**src/dma_types_pkg.sv**
```systemverilog
package dma_types_pkg;

    // Request and response word geometry
    localparam int ADDR_W     = 32;
    localparam int DATA_W     = 32;
    localparam int BYTE_W     = 8;
    localparam int STRB_W     = DATA_W / BYTE_W;
    localparam int BYTE_OFF_W = $clog2(STRB_W);

    // Request queue sizing, also the credit count after reset
    localparam int QUEUE_DEPTH = 4;
    localparam int QUEUE_PTR_W = $clog2(QUEUE_DEPTH);
    localparam int QUEUE_CNT_W = $clog2(QUEUE_DEPTH + 1);

    // Byte address
    typedef logic [ADDR_W-1:0] addr_t;

    // One data word
    typedef logic [DATA_W-1:0] data_t;

    // Byte enables, one per byte of data_t
    typedef logic [STRB_W-1:0] strb_t;

    typedef logic [QUEUE_PTR_W-1:0] queue_ptr_t;
    typedef logic [QUEUE_CNT_W-1:0] queue_cnt_t;

endpackage

```
**src/sram_map_pkg.sv**
```systemverilog
package sram_map_pkg;

    // SRAM size in words
    localparam int SRAM_WORDS   = 1024;
    localparam int SRAM_INDEX_W = $clog2(SRAM_WORDS);

    // Byte address bits that fall inside the window
    localparam int SRAM_ADDR_W = 12;

    // Window base, only bits above SRAM_ADDR_W take part in the compare
    localparam logic [31:0] SRAM_BASE_ADDR = 32'h2000_0000;

    // Word index into the SRAM
    typedef logic [SRAM_INDEX_W-1:0] sram_index_t;

endpackage

```
**src/sram_window_decoder.sv**
```systemverilog
`timescale 1ns/1ps

module sram_window_decoder (
    input  logic                      core_clk,
    input  logic                      rst_n,

    input  logic                      head_valid,
    input  logic                      head_write,
    input  dma_types_pkg::addr_t      head_addr,
    input  dma_types_pkg::data_t      head_wdata,
    input  dma_types_pkg::strb_t      head_strb,
    output logic                      head_pop,

    output logic                      sram_en,
    output logic                      sram_we,
    output sram_map_pkg::sram_index_t sram_index,
    output dma_types_pkg::data_t      sram_wdata,
    output dma_types_pkg::strb_t      sram_strb,
    input  dma_types_pkg::data_t      sram_rdata,

    output logic                      rsp_valid,
    output logic                      rsp_write,
    output logic                      rsp_err,
    output dma_types_pkg::data_t      rsp_rdata
);
    import dma_types_pkg::*;
    import sram_map_pkg::*;

    logic hit;
    logic pend_valid;
    logic pend_write;
    logic pend_err;

    // Window match on the bits above the in-window offset
    assign hit = (head_addr[ADDR_W-1:SRAM_ADDR_W] == SRAM_BASE_ADDR[ADDR_W-1:SRAM_ADDR_W]);

    // SRAM takes one access per cycle, so the head never waits
    assign head_pop = head_valid;

    assign sram_en    = head_valid & hit;
    assign sram_we    = head_write;
    assign sram_index = head_addr[SRAM_ADDR_W-1:BYTE_OFF_W];
    assign sram_wdata = head_wdata;
    assign sram_strb  = head_strb;

    // Side pipeline, lines up with the registered SRAM read
    always_ff @(posedge core_clk or negedge rst_n) begin
        if (!rst_n) begin
            pend_valid <= 1'b0;
            pend_write <= 1'b0;
            pend_err   <= 1'b0;
        end else begin
            pend_valid <= head_valid;
            pend_write <= head_valid & head_write;
            pend_err   <= head_valid & ~hit;
        end
    end

    assign rsp_valid = pend_valid;
    assign rsp_write = pend_write;
    assign rsp_err   = pend_err;

    // Only a clean read returns SRAM data
    assign rsp_rdata = (pend_valid && !pend_write && !pend_err) ? sram_rdata : '0;

    // A miss never reached the SRAM
    a_err_without_access: assert property (
        @(posedge core_clk) disable iff (!rst_n) rsp_err |-> !$past(sram_en)
    );

endmodule

```
**config.mk**
```make
export PLATFORM = sky130hd
export DESIGN_NAME = sram_window_decoder
export DESIGN_NICKNAME = d
export VERILOG_FILES = /design/src/dma_types_pkg.sv /design/src/sram_map_pkg.sv /design/src/sram_window_decoder.sv
export SDC_FILE = /design/constraint.sdc
export NUM_CORES = 1
export LEC_CHECK = 0
export BUFFER_PORTS_ARGS = -buffer_cell sky130_fd_sc_hd__buf_2
export CORE_AREA = 2 2 73 75
export CTS_CLUSTER_DIAMETER = 40
export DETAILED_ROUTE_END_ITERATION = 10
export DIE_AREA = 0 0 75 77
export PLACE_DENSITY = 0.69
export REMOVE_ABC_BUFFERS = 1
export SETUP_SLACK_MARGIN = 0.1
export SYNTH_ARGS = -nofsm -noshare
export SYNTH_HDL_FRONTEND = slang
export SYNTH_SLANG_ARGS = --single-unit
```
**constraint.sdc**
```tcl
create_clock -name core_clk -period 0.92 [get_ports core_clk]
set_input_delay 0.046 -clock core_clk [delete_from_list [all_inputs] [get_ports core_clk]]
set_output_delay 0.046 -clock core_clk [all_outputs]
set_load 0.01 [all_outputs]
```
# Word-level counts from Yosys, hierarchy flattened
# Index checks and enable logic that the tools add are counted.
[word_totals]
register_bits = 3
input_bits = 104
[op_classes]
mux = 1
n_bitwise = 4
eq_ne = 1
n_reduce_logical = 4
[op_table]
columns = ["cell", "n"]
rows = [
  ["32-bit two-way mux", 1],
  ["20-bit by 18-bit equality test with 1-bit output, second input constant", 1],
  ["1-bit AND", 3],
  ["1-bit logical AND", 2],
  ["1-bit logical NOT", 2],
  ["1-bit inverter", 1],
]

# Longest topological paths before layout
# Gate-level depths: netlist of run 1.
[logic_depth]
word_depth = 4
depth_mapped = 3
mapped_depth_nobuf = 3

# Worst setup path before layout of run 1
# No wires, ideal clock.
[synth_path]
path_type = "flip-flop to output port"
start = "reg pend_write, in the netlist rsp_write"
end = "out rsp_rdata[0]"
required_time_ns = 0.874
path_slack_ns = -0.141
stages_incl_launch_ff = 4
t_arrival_ns = 1.015
cell_sequence = "dfrtp_1 nor3b_4 clkbuf_2 and2_1"
[synth_between]
elab_chain_cells = 4
[synth_lines]
columns = ["element", "line_no", "rtl"]
rows = [
  ["start: declaration", "sram_window_decoder.sv:31", "logic pend_write;"],
  ["start signal: assignment", "sram_window_decoder.sv:54", "pend_write <= head_valid & head_write;"],
  ["1-bit logical NOT", "sram_window_decoder.sv:64", "assign rsp_rdata = (pend_valid && !pend_write && !pend_err) ? sram_rdata : '0;"],
  ["1-bit logical AND (2 in series)", "sram_window_decoder.sv:64", ""],
  ["32-bit two-way mux", "sram_window_decoder.sv:64", ""],
  ["end: declaration", "sram_window_decoder.sv:24", "output dma_types_pkg::data_t rsp_rdata"],
]
# No other way between the ends.

# Final worst setup path of run 1
[layout_path]
start = "reg pend_write, in the netlist rsp_write"
end = "out rsp_rdata[29]"
# The elaborated chain is that of the path after synthesis.

==> run metrics, run 1 <==
placement row count=26; average size of a mapped cell=7.57 um2; share of cells above drive strength 1=0.711; # fillers=538; Hold Crit Class=input port to flop; Cell Area, Synth=roughly 730 um2; register area=about 75 um2; I/O Pins=between 150 and 200; Vias=860; vias in the first global route=751; CP max stage delay=approximately 0.40 ns; clock buffer depth=2; Die Area=slightly below 6000 um2; final core occ=0.223; H-Tree Depth=1; Layout Area Growth over Synthesis=51.3%; GPL Wtd Cong=0.744; crit-path cells=nor3b_4 > buf_12 > and2_1 > buf_6; Slew Limit Fails=0; largest net degree at the start of global routing=33; setup repair after global routing missed its margin=true; drt pass-1 iters=4; Final Hold Fails=0; Worst Path Arrival=~1.3 ns; WP buf/inv=2; total gr overflow=0; crit path kind=flop to output pin; final worst slack=-0.428 ns; Worst-Margin Slew=0.311 ns; Die Y-Extent=approximately 77 um; clk root buf=clkbuf_8; Post-DP HPWL=4.97 mm; total CTS buffers=3; crit-path max FO=32; #FFs+latches synth=3; status=finished, violations left; Worst-path clk slew=~0.030 ns; I/O Buffers=93; Die Span X=about 75 um; Hold Path Depth=3; # DRC=0; crit start category=flop; WHS=0.0688 ns; critical path endpoint category=output pin; failing checks=negative setup slack; hold wc startpoint=head_valid; first-pass GRT wire length=approximately 6.5 mm; Tmin final=between 1 and 1.5 ns; period utilisation layout=1.47; CTS tree=yes; post-DR wirelength/cell=around 26 um; Hold Path Sink=rsp_err$_DFF_PN0_; Multi-input gate area=around 330 um2; final setup fails=33; first-iteration detailed-routing DRC count=22; cells after synthesis=97; Routed Wire Length=approximately 5.7 mm; Worst EP required=0.87 ns; max-cap viol count=0; Peak VDD IR=753 uV; Synth cell types=11; leakage power=approximately 0.64 nW; Rel. slew slack=0.791; CORE AREA=4980 um2; initial antenna violation count=0; Nets=between 200 and 300; synth warn=0; Starting Density=0.148; gr usage total=0.178; pwr/cell area=780 nW/um2; cell family with most CP delay=flip-flops; n_diodes=0; slowest stage cell on the critical path=dfrtp_1; Antenna Nets Post-Route=0; via/cell ratio=approximately 3.9; CTS sink cnt=3; fmax=742 MHz; fraction of the yosys area taken by sequential cells=0.102
==> registers in the layout (all words and copies together), names as in the netlist <==
register / flops
rsp_write: 1
rsp_valid: 1
rsp_err: 1
==> worst max-delay path by stage <==
| stage | startpoint | endpoint | slack (ns) | cells past startpoint |
|---|---|---|---|---|
| floorplan | rsp_write$_DFF_PN0_ | rsp_rdata[0] | -0.32 | 2 |
| global placement | rsp_write$_DFF_PN0_ | rsp_rdata[13] | -0.18 | 4 |
| detailed placement | rsp_write$_DFF_PN0_ | rsp_rdata[29] | -0.22 | 4 |
| CTS | rsp_write$_DFF_PN0_ | rsp_rdata[29] | -0.46 | 4 |
| global route | rsp_write$_DFF_PN0_ | rsp_rdata[0] | -0.50 | 4 |
| finish | rsp_write$_DFF_PN0_ | rsp_rdata[29] | -0.43 | 4 |
==> cells by family (layout without fill, tap and decap cells) <==
logic type / Yosys count / after routing / share of synthesized area
buffers and inverters: 52 / 104 / 0.516
AND/OR/NAND/NOR: 41 / 41 / 0.373
flip-flops: 3 / 3 / 0.102
AO/OA/AOI/OAI: 1 / 1 / 0.00852
==> synthesized netlist by cell type, drive strengths merged <==
cell    count  share of area
a31oi       1         0.0085
and2       33           0.28
and3        1         0.0085
and4        1          0.012
buf        48           0.49
clkbuf      3          0.020
dfrtp       3           0.10
inv         1         0.0051
nor3b       1          0.026
nor4        4          0.034
nor4b       1          0.012
==> tightest hold or removal path, stage by stage <==
cell and delay [ns]:
buf_2 0.12, inv_1 0.05, a31oi_1 0.03
==> layout by cell type, fill, tap and decap left out <==
cell type      instances
buf_2                 86
and2_1                33
buf_6                  7
clkbuf_8               3
buf_4                  3
dfrtp_1                3
nor4_4                 2
dlygate4sd3_1          2
nor3b_4                1
nor4_2                 1
and3_4                 1
nor4_1                 1
nor4b_2                1
and4_1                 1
inv_1                  1
a31oi_1                1
clkbuf_1               1
buf_12                 1
==> report_power, final <==
part / switching [W] / internal, W / leakage (nW)
Clock: 0.0000993 / 0.000297 / 0.0228
Combinational: 0.000133 / 0.000192 / 0.580
Sequential: 0.00000582 / 0.000140 / 0.0362
Total: 0.000238 / 0.000628 / 0.639
==> area by class of cell <==
| cell class | instances | area share |
|---|---|---|
| tap | 70 | 0.0788 |
| inverter | 1 | 0.00338 |
| sequential | 3 | 0.0676 |
| timing repair buffer | 99 | 0.515 |
| clock buffer | 4 | 0.0405 |
| multi-input combinational | 42 | 0.295 |
==> per-layer routing <==
layer / routed length, um / track usage / vias to the layer above
met5: 0 / 0.0404 / -
met2: 2960 / 0.324 / 169
li1: - / - / 359
met3: 1880 / 0.281 / 10
met4: 62 / 0.0536 / 0
met1: 805 / 0.0527 / 322
==> metrics by stage <==
stage / setup slack (ns) / instances / instance area [um2] / total power (W) / setup TNS (ns)
6_report: -0.428 / 219 / 1110 / 0.000866 / -13.23
5_1_grt: -0.504 / 219 / 1110 / 0.000916 / -15.66
2_1_floorplan: -0.316 / 46 / 359 / 0.000235 / -10.13
3_3_place_gp: -0.182 / 211 / 940 / 0.000422 / -5.36
4_1_cts: -0.458 / 218 / 1040 / 0.000846 / -13.86
3_5_place_dp: -0.223 / 211 / 940 / 0.000428 / -6.40
==> timing repair <==
item	in CTS	in global routing
resized for setup	4	10
setup buffers	1	1
hold buffers	2	0
pin swaps	3	3
endpoints found under the hold margin	4	0
endpoints found under the setup margin	34	35
Power figures use the tool's default switching activity.
==> run 2: changes to the inputs <==
--- a/config.mk
+++ b/config.mk
@@ -6,11 +6,11 @@
 export NUM_CORES = 1
 export LEC_CHECK = 0
 export BUFFER_PORTS_ARGS = -buffer_cell sky130_fd_sc_hd__buf_2
-export CORE_AREA = 2 2 73 75
+export CORE_AREA = 2 2 72 74
 export CTS_CLUSTER_DIAMETER = 40
 export DETAILED_ROUTE_END_ITERATION = 10
-export DIE_AREA = 0 0 75 77
-export PLACE_DENSITY = 0.69
+export DIE_AREA = 0 0 74 76
+export PLACE_DENSITY = 0.68
 export REMOVE_ABC_BUFFERS = 1
 export SETUP_SLACK_MARGIN = 0.1
 export SYNTH_ARGS = -nofsm -noshare
==> constraint.sdc (replaced) <==
create_clock -name core_clk -period 1.5 [get_ports core_clk]
set_input_delay 0.075 -clock core_clk [delete_from_list [all_inputs] [get_ports core_clk]]
set_output_delay 0.075 -clock core_clk [all_outputs]
set_load 0.01 [all_outputs]
==> run metrics, run 2 (same netlist as run 1, synthesis figures left out) <==
Worst-Margin Slew=0.432 ns (+0.122 ns); commonest non-fill, non-tap cell in the layout=buf_2; leakage power=0.700 nW (+9.5%); hold wc startpoint=head_valid; period utilisation layout=0.963; n_diodes=0 (unchanged); CTS sink cnt=3 (unchanged); gr usage total=0.175 (-0.00303); worst slack at placement=0.279 ns (+0.502 ns); final setup fails=0 (-100%); Hold Path Depth=1 (-2); Die Y-Extent=76 um (-1.3%); pwr/cell area=452 nW/um2 (-42%); GPL Wtd Cong=0.701 (-5.7%); Nets=255 (+0.39%); Hold Path Sink=rsp_valid$_DFF_PN0_; setup repair after global routing missed its margin=true; first-iteration detailed-routing DRC count=7 (-68%); crit-path max FO=8 (-75%); post-DR wirelength/cell=27.1 um (+4.1%); Layout Area Growth over Synthesis=73.9%; drt pass-1 iters=4 (unchanged); critical path endpoint category=output pin; H-Tree Depth=1 (unchanged); CTS tree=yes; crit start category=flop; total gr overflow=0 (unchanged); Vias=908 (+5.6%); largest net degree at the start of global routing=33 (unchanged); Hold Crit Class=input port to flop; final core occ=0.260 (+0.0368); I/O Buffers=93 (unchanged); # DRC=0 (unchanged); Worst-path clk slew=0.03 ns (about the same); status=finished clean; CORE AREA=4910 um2 (-1.3%); setup_tns=0 ns (+13.23 ns); Starting Density=0.150 (+0.00195); initial antenna violation count=0 (unchanged); clock buffer depth=2 (unchanged); final worst slack=0.0555 ns (+0.483 ns); Worst EP required=1.42 ns (+0.55 ns); Die Area=5620 um2 (-2.6%); Slew Limit Fails=0 (unchanged); crit path kind=flop to output pin; share of cells above drive strength 1=0.847 (+0.135); via/cell ratio=4.13 (+5.1%); Antenna Nets Post-Route=0 (unchanged); Worst Path Arrival=1.37 ns (+0.07 ns); max-cap viol count=0 (unchanged); Peak VDD IR=355 uV (-53%); total CTS buffers=3 (unchanged); placement row count=26 (unchanged); Die Span X=74 um (-1.3%); vias in the first global route=742 (-1.2%); I/O Pins=188 (unchanged); clk root buf=clkbuf_8; total power=0.000577 W (-33%); Rel. slew slack=0.709 (-0.0819); Tmin final=between 1 and 1.5 ns; Routed Wire Length=5.97 mm (+4.6%); first-pass GRT wire length=6.18 mm (-4.3%); most frequent cells in the layout=buf_2 (69), buf_6 (26), and2_4 (24); Final Hold Fails=0 (unchanged); fmax=about 690 MHz
==> run 2: changes by cell type in the layout (fill, tap and decap cells not counted), moves of 3 or more <==
cell and delta:
and2_4 +24, buf_2 -17, nor4_1 +3, and2_1 -24
buf_6 +19
==> run 2: cell type report <==
cell class,instances,area (um2)
clock buffer,4,45.0
fill,514,3630
inverter,1,3.75
multi-input combinational,42,340
sequential,3,75.1
tap,70,87.6
timing repair buffer,100,726
==> run 2: timing repair <==
action / 4_1_cts / 5_1_grt
pin swaps: 0 / 23
setup buffers: 0 / 2
cloned: 0 / 3
endpoints found under the hold margin: 3 / 0
endpoints found under the setup margin: 32 / 32
hold buffers: 1 / 0
resized for setup: 1 / 52
==> run 2: stage by stage <==
stage,hold slack [ns],cell area (um2),instances
after floorplan,-0.221,359,46
after global placement,-0.123,920,210
after detailed placement,-0.122,920,210
after CTS,0.0201,978,215
after global routing,0.0222,1280,220
final,0.0214,1280,220
==> run 2: worst max path at each step <==
stage / slack, ns / cells after the start / end / from
floorplan: 0.23 / 2 / rsp_rdata[0] / rsp_write$_DFF_PN0_
global placement: 0.31 / 4 / rsp_rdata[13] / rsp_write$_DFF_PN0_
detailed placement: 0.28 / 4 / rsp_rdata[28] / rsp_write$_DFF_PN0_
CTS: 0.10 / 4 / rsp_rdata[28] / rsp_write$_DFF_PN0_
global route: 0.006 / 5 / rsp_rdata[26] / rsp_write$_DFF_PN0_
finish: 0.06 / 5 / rsp_rdata[19] / rsp_err$_DFF_PN0_
==> run 2: worst max-delay path, stage by stage (launching register included) <==
cell     delay (ns)
dfrtp_1        0.39
nor3b_4        0.21
buf_6          0.16
buf_6          0.14
and2_1         0.13
buf_2          0.13
==> run 2: power by group <==
part | internal [W] | switching, W | total, W
clock | 0.000181 | 0.0000500 | 0.000231
combinational | 0.000164 | 0.0000934 | 0.000257
sequential | 0.0000857 | 0.00000356 | 0.0000892
total | 0.000430 | 0.000147 | 0.000577
==> run 2: metal layers <==
layer / vias up / track usage / part of all wire
li1: 362 / - / -
met1: 382 / 0.0918 / 0.21
met2: 162 / 0.331 / 0.54
met3: 2 / 0.221 / 0.24
met4: 0 / 0.0164 / 0.00017
met5: - / 0 / 0
