<file path="src/dma_types_pkg.sv">
package dma_types_pkg;

    // Request and response word geometry
    localparam int ADDR_W     = 32;
    localparam int DATA_W     = 32;
    localparam int BYTE_W     = 8;
    localparam int STRB_W     = DATA_W / BYTE_W;
    localparam int BYTE_OFF_W = $clog2(STRB_W);

    // Request queue sizing, also the credit count after reset
    localparam int QUEUE_DEPTH = 4;
    localparam int QUEUE_PTR_W = $clog2(QUEUE_DEPTH);
    localparam int QUEUE_CNT_W = $clog2(QUEUE_DEPTH + 1);

    // Byte address
    typedef logic [ADDR_W-1:0] addr_t;

    // One data word
    typedef logic [DATA_W-1:0] data_t;

    // Byte enables, one per byte of data_t
    typedef logic [STRB_W-1:0] strb_t;

    typedef logic [QUEUE_PTR_W-1:0] queue_ptr_t;
    typedef logic [QUEUE_CNT_W-1:0] queue_cnt_t;

endpackage

</file>
<file path="src/dma_req_queue.sv">
`timescale 1ns/1ps

module dma_req_queue (
    input  logic                 core_clk,
    input  logic                 rst_n,

    input  logic                 req_valid,
    input  logic                 req_write,
    input  dma_types_pkg::addr_t req_addr,
    input  dma_types_pkg::data_t req_wdata,
    input  dma_types_pkg::strb_t req_strb,

    input  logic                 head_pop,
    output logic                 head_valid,
    output logic                 head_write,
    output dma_types_pkg::addr_t head_addr,
    output dma_types_pkg::data_t head_wdata,
    output dma_types_pkg::strb_t head_strb,

    output logic                 credit_return
);
    import dma_types_pkg::*;

    // Entry payload
    logic  write_q [QUEUE_DEPTH];
    addr_t addr_q  [QUEUE_DEPTH];
    data_t wdata_q [QUEUE_DEPTH];
    strb_t strb_q  [QUEUE_DEPTH];

    queue_ptr_t wr_ptr;
    queue_ptr_t rd_ptr;
    queue_cnt_t count;

    logic push;
    logic pop;
    logic full;

    // No ready on the request side, every valid cycle is a push
    assign push = req_valid;
    assign pop  = head_pop & head_valid;
    assign full = (count == QUEUE_CNT_W'(QUEUE_DEPTH));

    always_ff @(posedge core_clk) begin
        if (push) begin
            write_q[wr_ptr] <= req_write;
            addr_q[wr_ptr]  <= req_addr;
            wdata_q[wr_ptr] <= req_wdata;
            strb_q[wr_ptr]  <= req_strb;
        end
    end

    // Pointers wrap naturally, depth is a power of two
    always_ff @(posedge core_clk or negedge rst_n) begin
        if (!rst_n) begin
            wr_ptr        <= '0;
            rd_ptr        <= '0;
            count         <= '0;
            credit_return <= 1'b0;
        end else begin
            if (push) begin
                wr_ptr <= wr_ptr + 1'b1;
            end
            if (pop) begin
                rd_ptr <= rd_ptr + 1'b1;
            end
            case ({push, pop})
                2'b10:   count <= count + 1'b1;
                2'b01:   count <= count - 1'b1;
                default: count <= count;
            endcase
            // One credit back per freed entry
            credit_return <= pop;
        end
    end

    assign head_valid = (count != '0);
    assign head_write = write_q[rd_ptr];
    assign head_addr  = addr_q[rd_ptr];
    assign head_wdata = wdata_q[rd_ptr];
    assign head_strb  = strb_q[rd_ptr];

    // Requester spent a credit it did not hold
    a_no_push_when_full: assert property (
        @(posedge core_clk) disable iff (!rst_n) req_valid |-> !full
    );

    // Decoder must only pop a valid head
    a_no_pop_when_empty: assert property (
        @(posedge core_clk) disable iff (!rst_n) head_pop |-> head_valid
    );

endmodule

</file>
<file path="config.mk">
export PLATFORM = sky130hd
export DESIGN_NAME = dma_req_queue
export DESIGN_NICKNAME = d
export VERILOG_FILES = /design/src/dma_types_pkg.sv /design/src/dma_req_queue.sv
export SDC_FILE = /design/constraint.sdc
export NUM_CORES = 1
export LEC_CHECK = 0
export BUFFER_PORTS_ARGS = -buffer_cell sky130_fd_sc_hd__buf_2
export CAP_MARGIN = 15
export CORE_MARGIN = 5
export CORE_UTILIZATION = 45
export DETAILED_ROUTE_END_ITERATION = 10
export GPL_ROUTABILITY_DRIVEN = 0
export MAX_ROUTING_LAYER = met4
export PLACE_DENSITY_LB_ADDON = 0.2
export SYNTH_ARGS = -nofsm -noshare
export SYNTH_HDL_FRONTEND = slang
export SYNTH_SLANG_ARGS = --single-unit
</file>
<file path="constraint.sdc">
create_clock -name core_clk -period 3.3 [get_ports core_clk]
set_clock_uncertainty 0.2 [all_clocks]
set_input_delay 0.33 -clock core_clk [delete_from_list [all_inputs] [get_ports core_clk]]
set_output_delay 0.33 -clock core_clk [all_outputs]
set_load 0.01 [all_outputs]
</file>
Word level (Yosys, flattened, before mapping)
Memory sizes are Yosys's and may differ from the RTL's.
Index checks and enable logic that the tools add are counted.
{"block": "totals", "input_bits": 73, "output_inout_bits": 71, "regBits": 8, "n_memories": 4, "wordCells": 20, "ramBits": 276}
{"name": "addr_q", "words": 4, "word_bits": 32, "read_ports": 1, "rd_clocked_by_memory_dff": 0, "write_ports": 1, "line_no": "dma_req_queue.sv:26", "text": "addr_t addr_q [QUEUE_DEPTH];"}
{"name": "wdata_q", "words": 4, "word_bits": 32, "read_ports": 1, "rd_clocked_by_memory_dff": 0, "write_ports": 1, "line_no": "dma_req_queue.sv:27", "text": "data_t wdata_q [QUEUE_DEPTH];"}
{"name": "strb_q", "words": 4, "word_bits": 4, "read_ports": 1, "rd_clocked_by_memory_dff": 0, "write_ports": 1, "line_no": "dma_req_queue.sv:28", "text": "strb_t strb_q [QUEUE_DEPTH];"}
{"name": "write_q", "words": 4, "word_bits": 1, "read_ports": 1, "rd_clocked_by_memory_dff": 0, "write_ports": 1, "line_no": "dma_req_queue.sv:25", "text": "logic write_q [QUEUE_DEPTH];"}
{"block": "classes", "reduce_logical": 2, "add_sub_neg": 4, "n_bitwise": 1, "n_eq_ne": 2, "mux": 3}
{"operator": "3-bit case mux with 2 select lines", "count": 1}
{"operator": "2-bit by 1-bit adder with 2-bit output (second input constant)", "count": 2}
{"operator": "3-bit by 1-bit adder with 3-bit output (second input constant)", "count": 1}
{"operator": "3-bit nonzero test", "count": 1}
{"operator": "3-bit by 1-bit subtractor with 3-bit output (second input constant)", "count": 1}
{"operator": "2-bit by 1-bit == test with 1-bit output (second input constant)", "count": 1}
{"operator": "2-bit == test (second input constant)", "count": 1}
{"operator": "1-bit 2-to-1 mux", "count": 2}
{"operator": "2-bit nonzero test", "count": 1}
{"operator": "1-bit AND", "count": 1}

Logic depth before layout (Yosys ltp)
Gate-level depths: netlist of the first run.
{"block": "logic_depth", "word_depth": 4, "mapped_depth": 7, "depth_no_buf": 7}

Least setup slack after synthesis of the first run
Ideal clock, no wire load.
{"block": "synth_path", "path_kind": "reg-to-reg", "start": "register wr_ptr[0]", "end": "memory addr_q[0][0] (netlist bit), enable pin", "synth_period_minus_slack_ns": 2.872, "stages_incl_launch_ff": 4, "arrival_ns": 2.238, "path_buffers": 0, "required_ns": 2.666, "setup_slack_ns": 0.428, "setup_time_ns": 0.434, "path_cell_list": "dfrtp_1 inv_1 ha_1 and2_1"}
{"item": "from (decl)", "line_no": "dma_req_queue.sv:30", "text": "queue_ptr_t wr_ptr;"}
{"item": "from (signal assigned)", "line_no": "dma_req_queue.sv:61", "text": "wr_ptr <= wr_ptr + 1'b1;"}
{"item": "to (decl)", "line_no": "dma_req_queue.sv:26"}
No word-level cell before the write port.

Worst setup path in the final report of the first run
{"block": "layout_path", "start": "register rd_ptr[0]", "end": "output port head_addr[10]"}
{"block": "layout_via", "elab_chain_cells": 1}
{"item": "from (decl)", "line_no": "dma_req_queue.sv:31", "text": "queue_ptr_t rd_ptr;"}
{"item": "from (signal assigned)", "line_no": "dma_req_queue.sv:64", "text": "rd_ptr <= rd_ptr + 1'b1;"}
{"item": "memory read 4 x 32 bit"}
{"item": "to (decl)", "line_no": "dma_req_queue.sv:16", "text": "output dma_types_pkg::addr_t head_addr,"}
No other way between the ends.

==> results of run 1 <==
[per-stage QoR]
| stage | setup slack, ns | cell area, um^2 |
|---|---|---|
| floorplan | 0.428 | 10500 |
| global placement | 0.940 | 11500 |
| detailed placement | 0.937 | 11500 |
| CTS | 0.356 | 13300 |
| global route | 0.281 | 13300 |
| finish | 0.462 | 13300 |
[registers in the layout, indices dropped and copies added, names as in the netlist]
| register | count |
|---|---|
| wdata_q | 128 |
| addr_q | 128 |
| strb_q | 16 |
| credit_return | 1 |
| count | 3 |
| rd_ptr | 2 |
| write_q | 4 |
| wr_ptr | 2 |
[synth_stat cells, drive strengths merged (2+ instances only)]
cell type and n:
edfxtp 276, mux4 69, buf 15, dfrtp 8, inv 6, ha 5
and2 4, xor2 4, nand2 2, xnor2 2
[per-layer routing]
layer | up-vias | share of wire, %
met5 | - | 0
met3 | 32 | 5.6
met1 | 2477 | 40
met2 | 141 | 52
met4 | 0 | 2.2
li1 | 2179 | -
[where the power goes]
group | switching (uW) | internal, uW
clock network | 1290 | 2070
registers | 317 | 4720
logic | 1560 | 1520
total | 3170 | 8310
[cells by family (layout without fill, tap and decap cells)]
kind of cell,Yosys count,in the layout,synth area share (%)
DFF,284,284,81.1
muxes,70,70,15.0
buffers and inverters,22,282,2.03
and+or+nand+nor,8,8,0.407
adders and majority gates,6,6,0.789
xor gates and xnor gates,6,6,0.502
AOI/OAI and AO/OA,2,2,0.132
[worst max-delay path: cells and delay by family (launching register included)]
family / cells / cell delay (ns)
flip-flops: 1 / 0.74
multiplexers: 1 / 0.56
buffers and inverters: 2 / 0.46
[final cells by class]
type / instances / area [um^2]
Clock inverter: 23 / 269
Clock buffer: 30 / 729
Timing Repair Buffer: 223 / 1590
Tap cell: 313 / 392
Inverter: 6 / 22.5
Sequential cell: 284 / 8500
Multi-Input combinational cell: 92 / 1770
Fill cell: 1674 / 9510
[worst min-delay path by stage]
stage / startpoint / endpoint / slack, ns / depth (start not counted)
5_1_grt: count[2]$_DFFE_PN0P_ / count[2]$_DFFE_PN0P_ / 0.31 / 1
3_3_place_gp: rst_n / credit_return$_DFF_PN0_ / -0.01 / 1
2_1_floorplan: rst_n / count[0]$_DFFE_PN0P_ / -0.17 / 0
6_report: count[2]$_DFFE_PN0P_ / count[2]$_DFFE_PN0P_ / 0.29 / 1
4_1_cts: count[2]$_DFFE_PN0P_ / count[2]$_DFFE_PN0P_ / 0.29 / 1
3_5_place_dp: rst_n / count[1]$_DFFE_PN0P_ / -0.002 / 1
[timing repair]
action	CTS	global route
buffers inserted	0	0
hold buffers	73	0
hold endpoints to repair	287	0
[layout by cell type (no fill, tap or decap), drive strengths merged]
master / synthesis / routed
nand2: 2 / 2
clkbuf: 1 / 30
o31a: 1 / 1
or3: 1 / 1
o21ai: 1 / 1
mux4: 69 / 69
xnor2: 2 / 2
inv: 6 / 7
xor2: 4 / 4
clkinv: 0 / 13
nor2: 1 / 1
buf: 15 / 150
fa: 1 / 1
clkinvlp: 0 / 3
mux2i: 1 / 1
and2: 4 / 4
dlygate4sd3: 0 / 73
dfrtp: 8 / 8
edfxtp: 276 / 276
bufinv: 0 / 6
ha: 5 / 5
==> run summary, run 1 <==
Worst path slowest cell = dfrtp_4
syn_area_per_cell = 26.3 um^2
CP Max Fanout = 25
critical path's largest stage delay = 0.74 ns
hold_ws = 0.294 ns
CP cell instances = buf_12 > mux4_2 > buf_2
# diodes = 0
Pre-antenna DRT Iters = 4
min Tclk post-route = 2.84 ns
Ys Warns = 0
startpoint types = register
Sink Count = 284
area of the mapped netlist = 0.0105 mm^2
syn_nets = 477
pwr dens = 866 mW/mm^2
Slew Limit Fails = 0
Core Region = 0.0228 mm^2
R2R Path Start = wr_ptr[1]$_DFFE_PN0P_
Port Buffers = 143
Clock Pin Slew Worst Setup and Hold Paths = 0.06 ns
GRT Total Usage = 15.1%
CP arrival = 2.31 ns
Post-synth EDFFs = 276
WL final = 19200 um
Hold Crit Class = register to register
Row Count = 55
Yosys cell types = 20
non-filler instance count after layout = 971
final setup vio count = 0
drt wl/cell = 19.8 um
Overall Power = 11500 uW
antenna violations before repair = 0
vias = 4829
largest net degree at the start of global routing = 40
Primary FF master, synth = edfxtp_1
busiest layer in global routing = met2
Starting Density = 45.9%
Die Y = 162 um
Routed Antenna Nets = 0
CTS tree = done
io pins = 144
setup_tns = 0 ns
post-synthesis async set-or-reset flop share = 2.82%
placed instance count = 845
Slew @ Worst Pin = 0.560 ns
first-pass GRT wire length = 30000 um
reg2reg end = wdata_q[1][25]$_DFFE_PP_
GR Util met1 = 18.5%
final worst-path cycle share = 86.0%
worst-skew pair later-pin latency = 0.52 ns
crit path to = head_addr[10]
TritonCTS buffer count = 29
RSZ-0062 raised after global routing = false
via-per-instance ratio = 4.97
DRC Markers = 0
VDD IR-drop max = 588 uV
Worst Path Required = 2.77 ns
Post-Syn Instances = 398
Fin. Hold Viols = 0
Slew HR = 62.7%
clk root buf = clkbuf_16
Fmax achieved = 352 MHz
largest area contributor in the synthesized netlist = edfxtp_1
die span in x = 162 um
Initial DRC Count = 251
R2R Setup Slk = 1.29 ns
register area share after synthesis = 81.1%
number of synthesized register bits = 284
layout cells sized above 1 = 41.0%
H-tree Lvls = 1
GR Util met3 = 3.06%
fin util = 58.2%
vias in the first global route = 5392
top cells by area, synth = edfxtp_1 (79%), mux4_2 (15%), dfrtp_1 (1.9%), buf_12 (1.3%), ha_1 (0.60%)
post-synth top area share = 79.2%
leakage power = 0.00461 uW
die area = 0.0264 mm^2
cts repair resizes = 0
CP Launch Point = rd_ptr[0]$_DFFE_PN0P_
Clock Tree Buf Depth = 3
max-cap violations = 0
critical path endpoint category = primary output
hpwl dp = 11200 um
nets = 715
M2 GR Usage = 26.1%
FF-to-FF path depth = 4
status = finished clean
WS Path Type = register to primary output
remaining global-route overflow = 0
Syn-to-layout area delta = 26.8%
Power figures use the tool's default switching activity.
==> inputs of run 2 (changes only) <==
- CORE_ASPECT_RATIO: not set -> 0.75
==> run 2 against run 1 <==
Compared with the run above:
- setup slack improved by 0.016 ns
- flip-flop and latch count did not move
- clock-buffer cell count did not move
- final cell count fell by 1.5%
- worst hold slack improved by 0.0046 ns
- maximum frequency rose by 0.57%
- sequential power fell by 0.8%
==> run summary, run 2 (synthesis results as in run 1) <==
io pins = 144 (unchanged)
DRC Markers = 0 (unchanged)
final worst-path cycle share = 85.5% (-0.49 points)
R2R Path Start = wr_ptr[1]$_DFFE_PN0P_
clk root buf = clkbuf_16
hpwl dp = 11800 um (+5.6%)
internal power = 7800 uW (-6.1%)
Slew Limit Fails = 0 (unchanged)
biggest regs = addr_q x128, wdata_q x128, strb_q x16
Routed Antenna Nets = 0 (unchanged)
Hold Crit Class = register to register
WL final = 20000 um (+4.2%)
status = finished clean
Slew @ Worst Pin = 0.656 ns (+0.0956 ns)
critical path endpoint category = primary output
Clk network pwr share = 25.4% (-3.9 points)
H-tree Lvls = 1 (unchanged)
Fillers = 1728 (+3.2%)
pwr dens = 839 mW/mm^2 (-3.1%)
Syn-to-layout area delta = 24.7%
Row Count = 48 (-13%)
Post-CTS Setup Bufs = 0 (unchanged)
Sink Count = 284 (unchanged)
R2R Setup Slk = 1.22 ns (-0.07 ns)
layout cells sized above 1 = 39.8% (-1.2 points)
worst-skew pair later-pin latency = 0.52 ns (about the same)
CP arrival = 2.29 ns (-0.02 ns)
Clock Tree Buf Depth = 3 (unchanged)
Pre-antenna DRT Iters = 5 (+1)
nets = 715 (unchanged)
Fmax achieved = 354 MHz (+0.57%)
CP Max Fanout = 19 (-24%)
Fin. Hold Viols = 0 (unchanged)
Port Buffers = 143 (unchanged)
Net Switching = 3140 uW (-0.98%)
Worst Setup Slack, final = 0.478 ns (+0.0161 ns)
area of the multi-input gates = 0.00177 mm^2 (unchanged)
commonest non-fill, non-tap cells in the layout = edfxtp_1 (276), buf_2 (143), dlygate4sd3_1 (73)
placed instance count = 834 (-1.3%)
final setup vio count = 0 (unchanged)
RSZ-0062 raised after global routing = false
Initial DRC Count = 302 (+20%)
non-filler instance count after layout = 956 (-1.5%)
Clock Pin Slew Worst Setup and Hold Paths = 0.06 ns (about the same)
Slew HR = 56.3% (-6.4 points)
FF-to-FF path depth = 4 (unchanged)
via-per-instance ratio = 5.18 (+4.1%)
worst hold path cell count = 1 (unchanged)
hold_ws = 0.298 ns (+0.00457 ns)
worst hold path endpoint = count[2]$_DFFE_PN0P_
vias = 4951 (+2.5%)
leakage power = 0.00452 uW (-2.0%)
fin util = 56.9% (-1.4 points)
max-cap violations = 0 (unchanged)
Sw Ratio = 28.7% (+1.1 points)
Logic pwr share = 29.0% (+2.2 points)
Hold Startpoint = count[2]$_DFFE_PN0P_
startpoint types = register
power share of the sequential group = 45.7% (+1.8 points)
largest net degree at the start of global routing = 54 (+35%)
Core Region = 0.0229 mm^2 (+0.72%)
die area = 0.0264 mm^2 (+0.12%)
drt wl/cell = 21.0 um (+5.9%)
register area = 0.00850 mm^2 (unchanged)
most common cell after layout, fill and taps aside = edfxtp_1
VDD IR-drop max = 606 uV (+3.1%)
vias in the first global route = 5485 (+1.7%)
Die Y = 142 um (-13%)
remaining global-route overflow = 0 (unchanged)
pre-CTS setup slack = 0.975 ns (+0.0373 ns)
setup_tns = 0 ns (unchanged)
antenna violations before repair = 1 (+1)
first-pass GRT wire length = 31100 um (+3.9%)
min Tclk post-route = 2.82 ns (-0.0161 ns)
TritonCTS buffer count = 27 (-6.9%)
GRT Total Usage = 15.8% (+0.78 points)
die span in x = 186 um (+15%)
Starting Density = 45.6% (-0.33 points)
WS Path Type = register to primary output
Worst Path Required = 2.77 ns (about the same)
reg2reg end = addr_q[1][0]$_DFFE_PP_
CTS tree = done
==> run 2: cell count changes in the layout (fill, tap and decap cells not counted), sizes merged <==
| cell | delta |
|---|---|
| inv | -1 |
| diode | +1 |
| clkinv | +2 |
| buf | +2 |
| clkinvlp | -1 |
| bufinv | -5 |
==> run 2: critical path, cell delays in order, from the launching register on <==
cell and delay (ns):
dfrtp_4 0.67, buf_4 0.34, mux4_1 0.58, buf_2 0.16
==> run 2: final cells by class <==
cell class / count / share of cell area [%]
multi-input combinational: 92 / 13.6
inverter: 6 / 0.173
sequential: 284 / 65.1
clock buffer: 30 / 5.26
timing repair buffer: 225 / 12.2
antenna: 1 / 0.0192
clock inverter: 18 / 0.825
tap: 300 / 2.88
==> run 2: what timing repair did <==
action / 4_1_cts / 5_1_grt
hold endpoints to repair: 287 / 0
hold buffers: 73 / 0
resized for setup: 0 / 0
==> run 2: how the worst max path moves through the flow <==
stage / cells after the start / to / slack, ns / from
2_1_floorplan: 3 / addr_q[0][0]$_DFFE_PP_ / 0.43 / wr_ptr[0]$_DFFE_PN0P_
3_3_place_gp: 3 / head_addr[31] / 0.98 / rd_ptr[0]$_DFFE_PN0P_
3_5_place_dp: 3 / head_addr[5] / 0.97 / rd_ptr[0]$_DFFE_PN0P_
4_1_cts: 3 / head_addr[5] / 0.39 / rd_ptr[0]$_DFFE_PN0P_
5_1_grt: 3 / head_addr[5] / 0.31 / rd_ptr[0]$_DFFE_PN0P_
6_report: 3 / head_addr[31] / 0.48 / rd_ptr[0]$_DFFE_PN0P_
==> run 2: metal layers <==
layer	part of all wire (%)	up-vias	wire length, um	track usage, %
li1	-	2178	-	-
met1	43	2580	8670	22.1
met2	48	161	9700	24.9
met3	6.6	32	1330	3.32
met4	1.7	0	336	2.87
met5	0	-	0	-
==> run 2: power groups by stage <==
| stage | Sequential [uW] | Combinational [uW] | Clock (uW) |
|---|---|---|---|
| final | 5000 | 3170 | 2780 |
| after global routing | 5070 | 3460 | 3040 |
| after CTS | 5020 | 3270 | 2860 |
| after detailed placement | 5090 | 3190 | 0 |
| after global placement | 5030 | 3170 | 0 |
| after floorplan | 4930 | 2230 | 0 |
==> run 2: metrics by stage <==
| step | instance area (um^2) | power [uW] |
|---|---|---|
| global placement | 11500 | 8200 |
| CTS | 13000 | 11200 |
| detailed placement | 11500 | 8280 |
| global route | 13000 | 11600 |
| floorplan | 10500 | 7160 |
| finish | 13000 | 10900 |
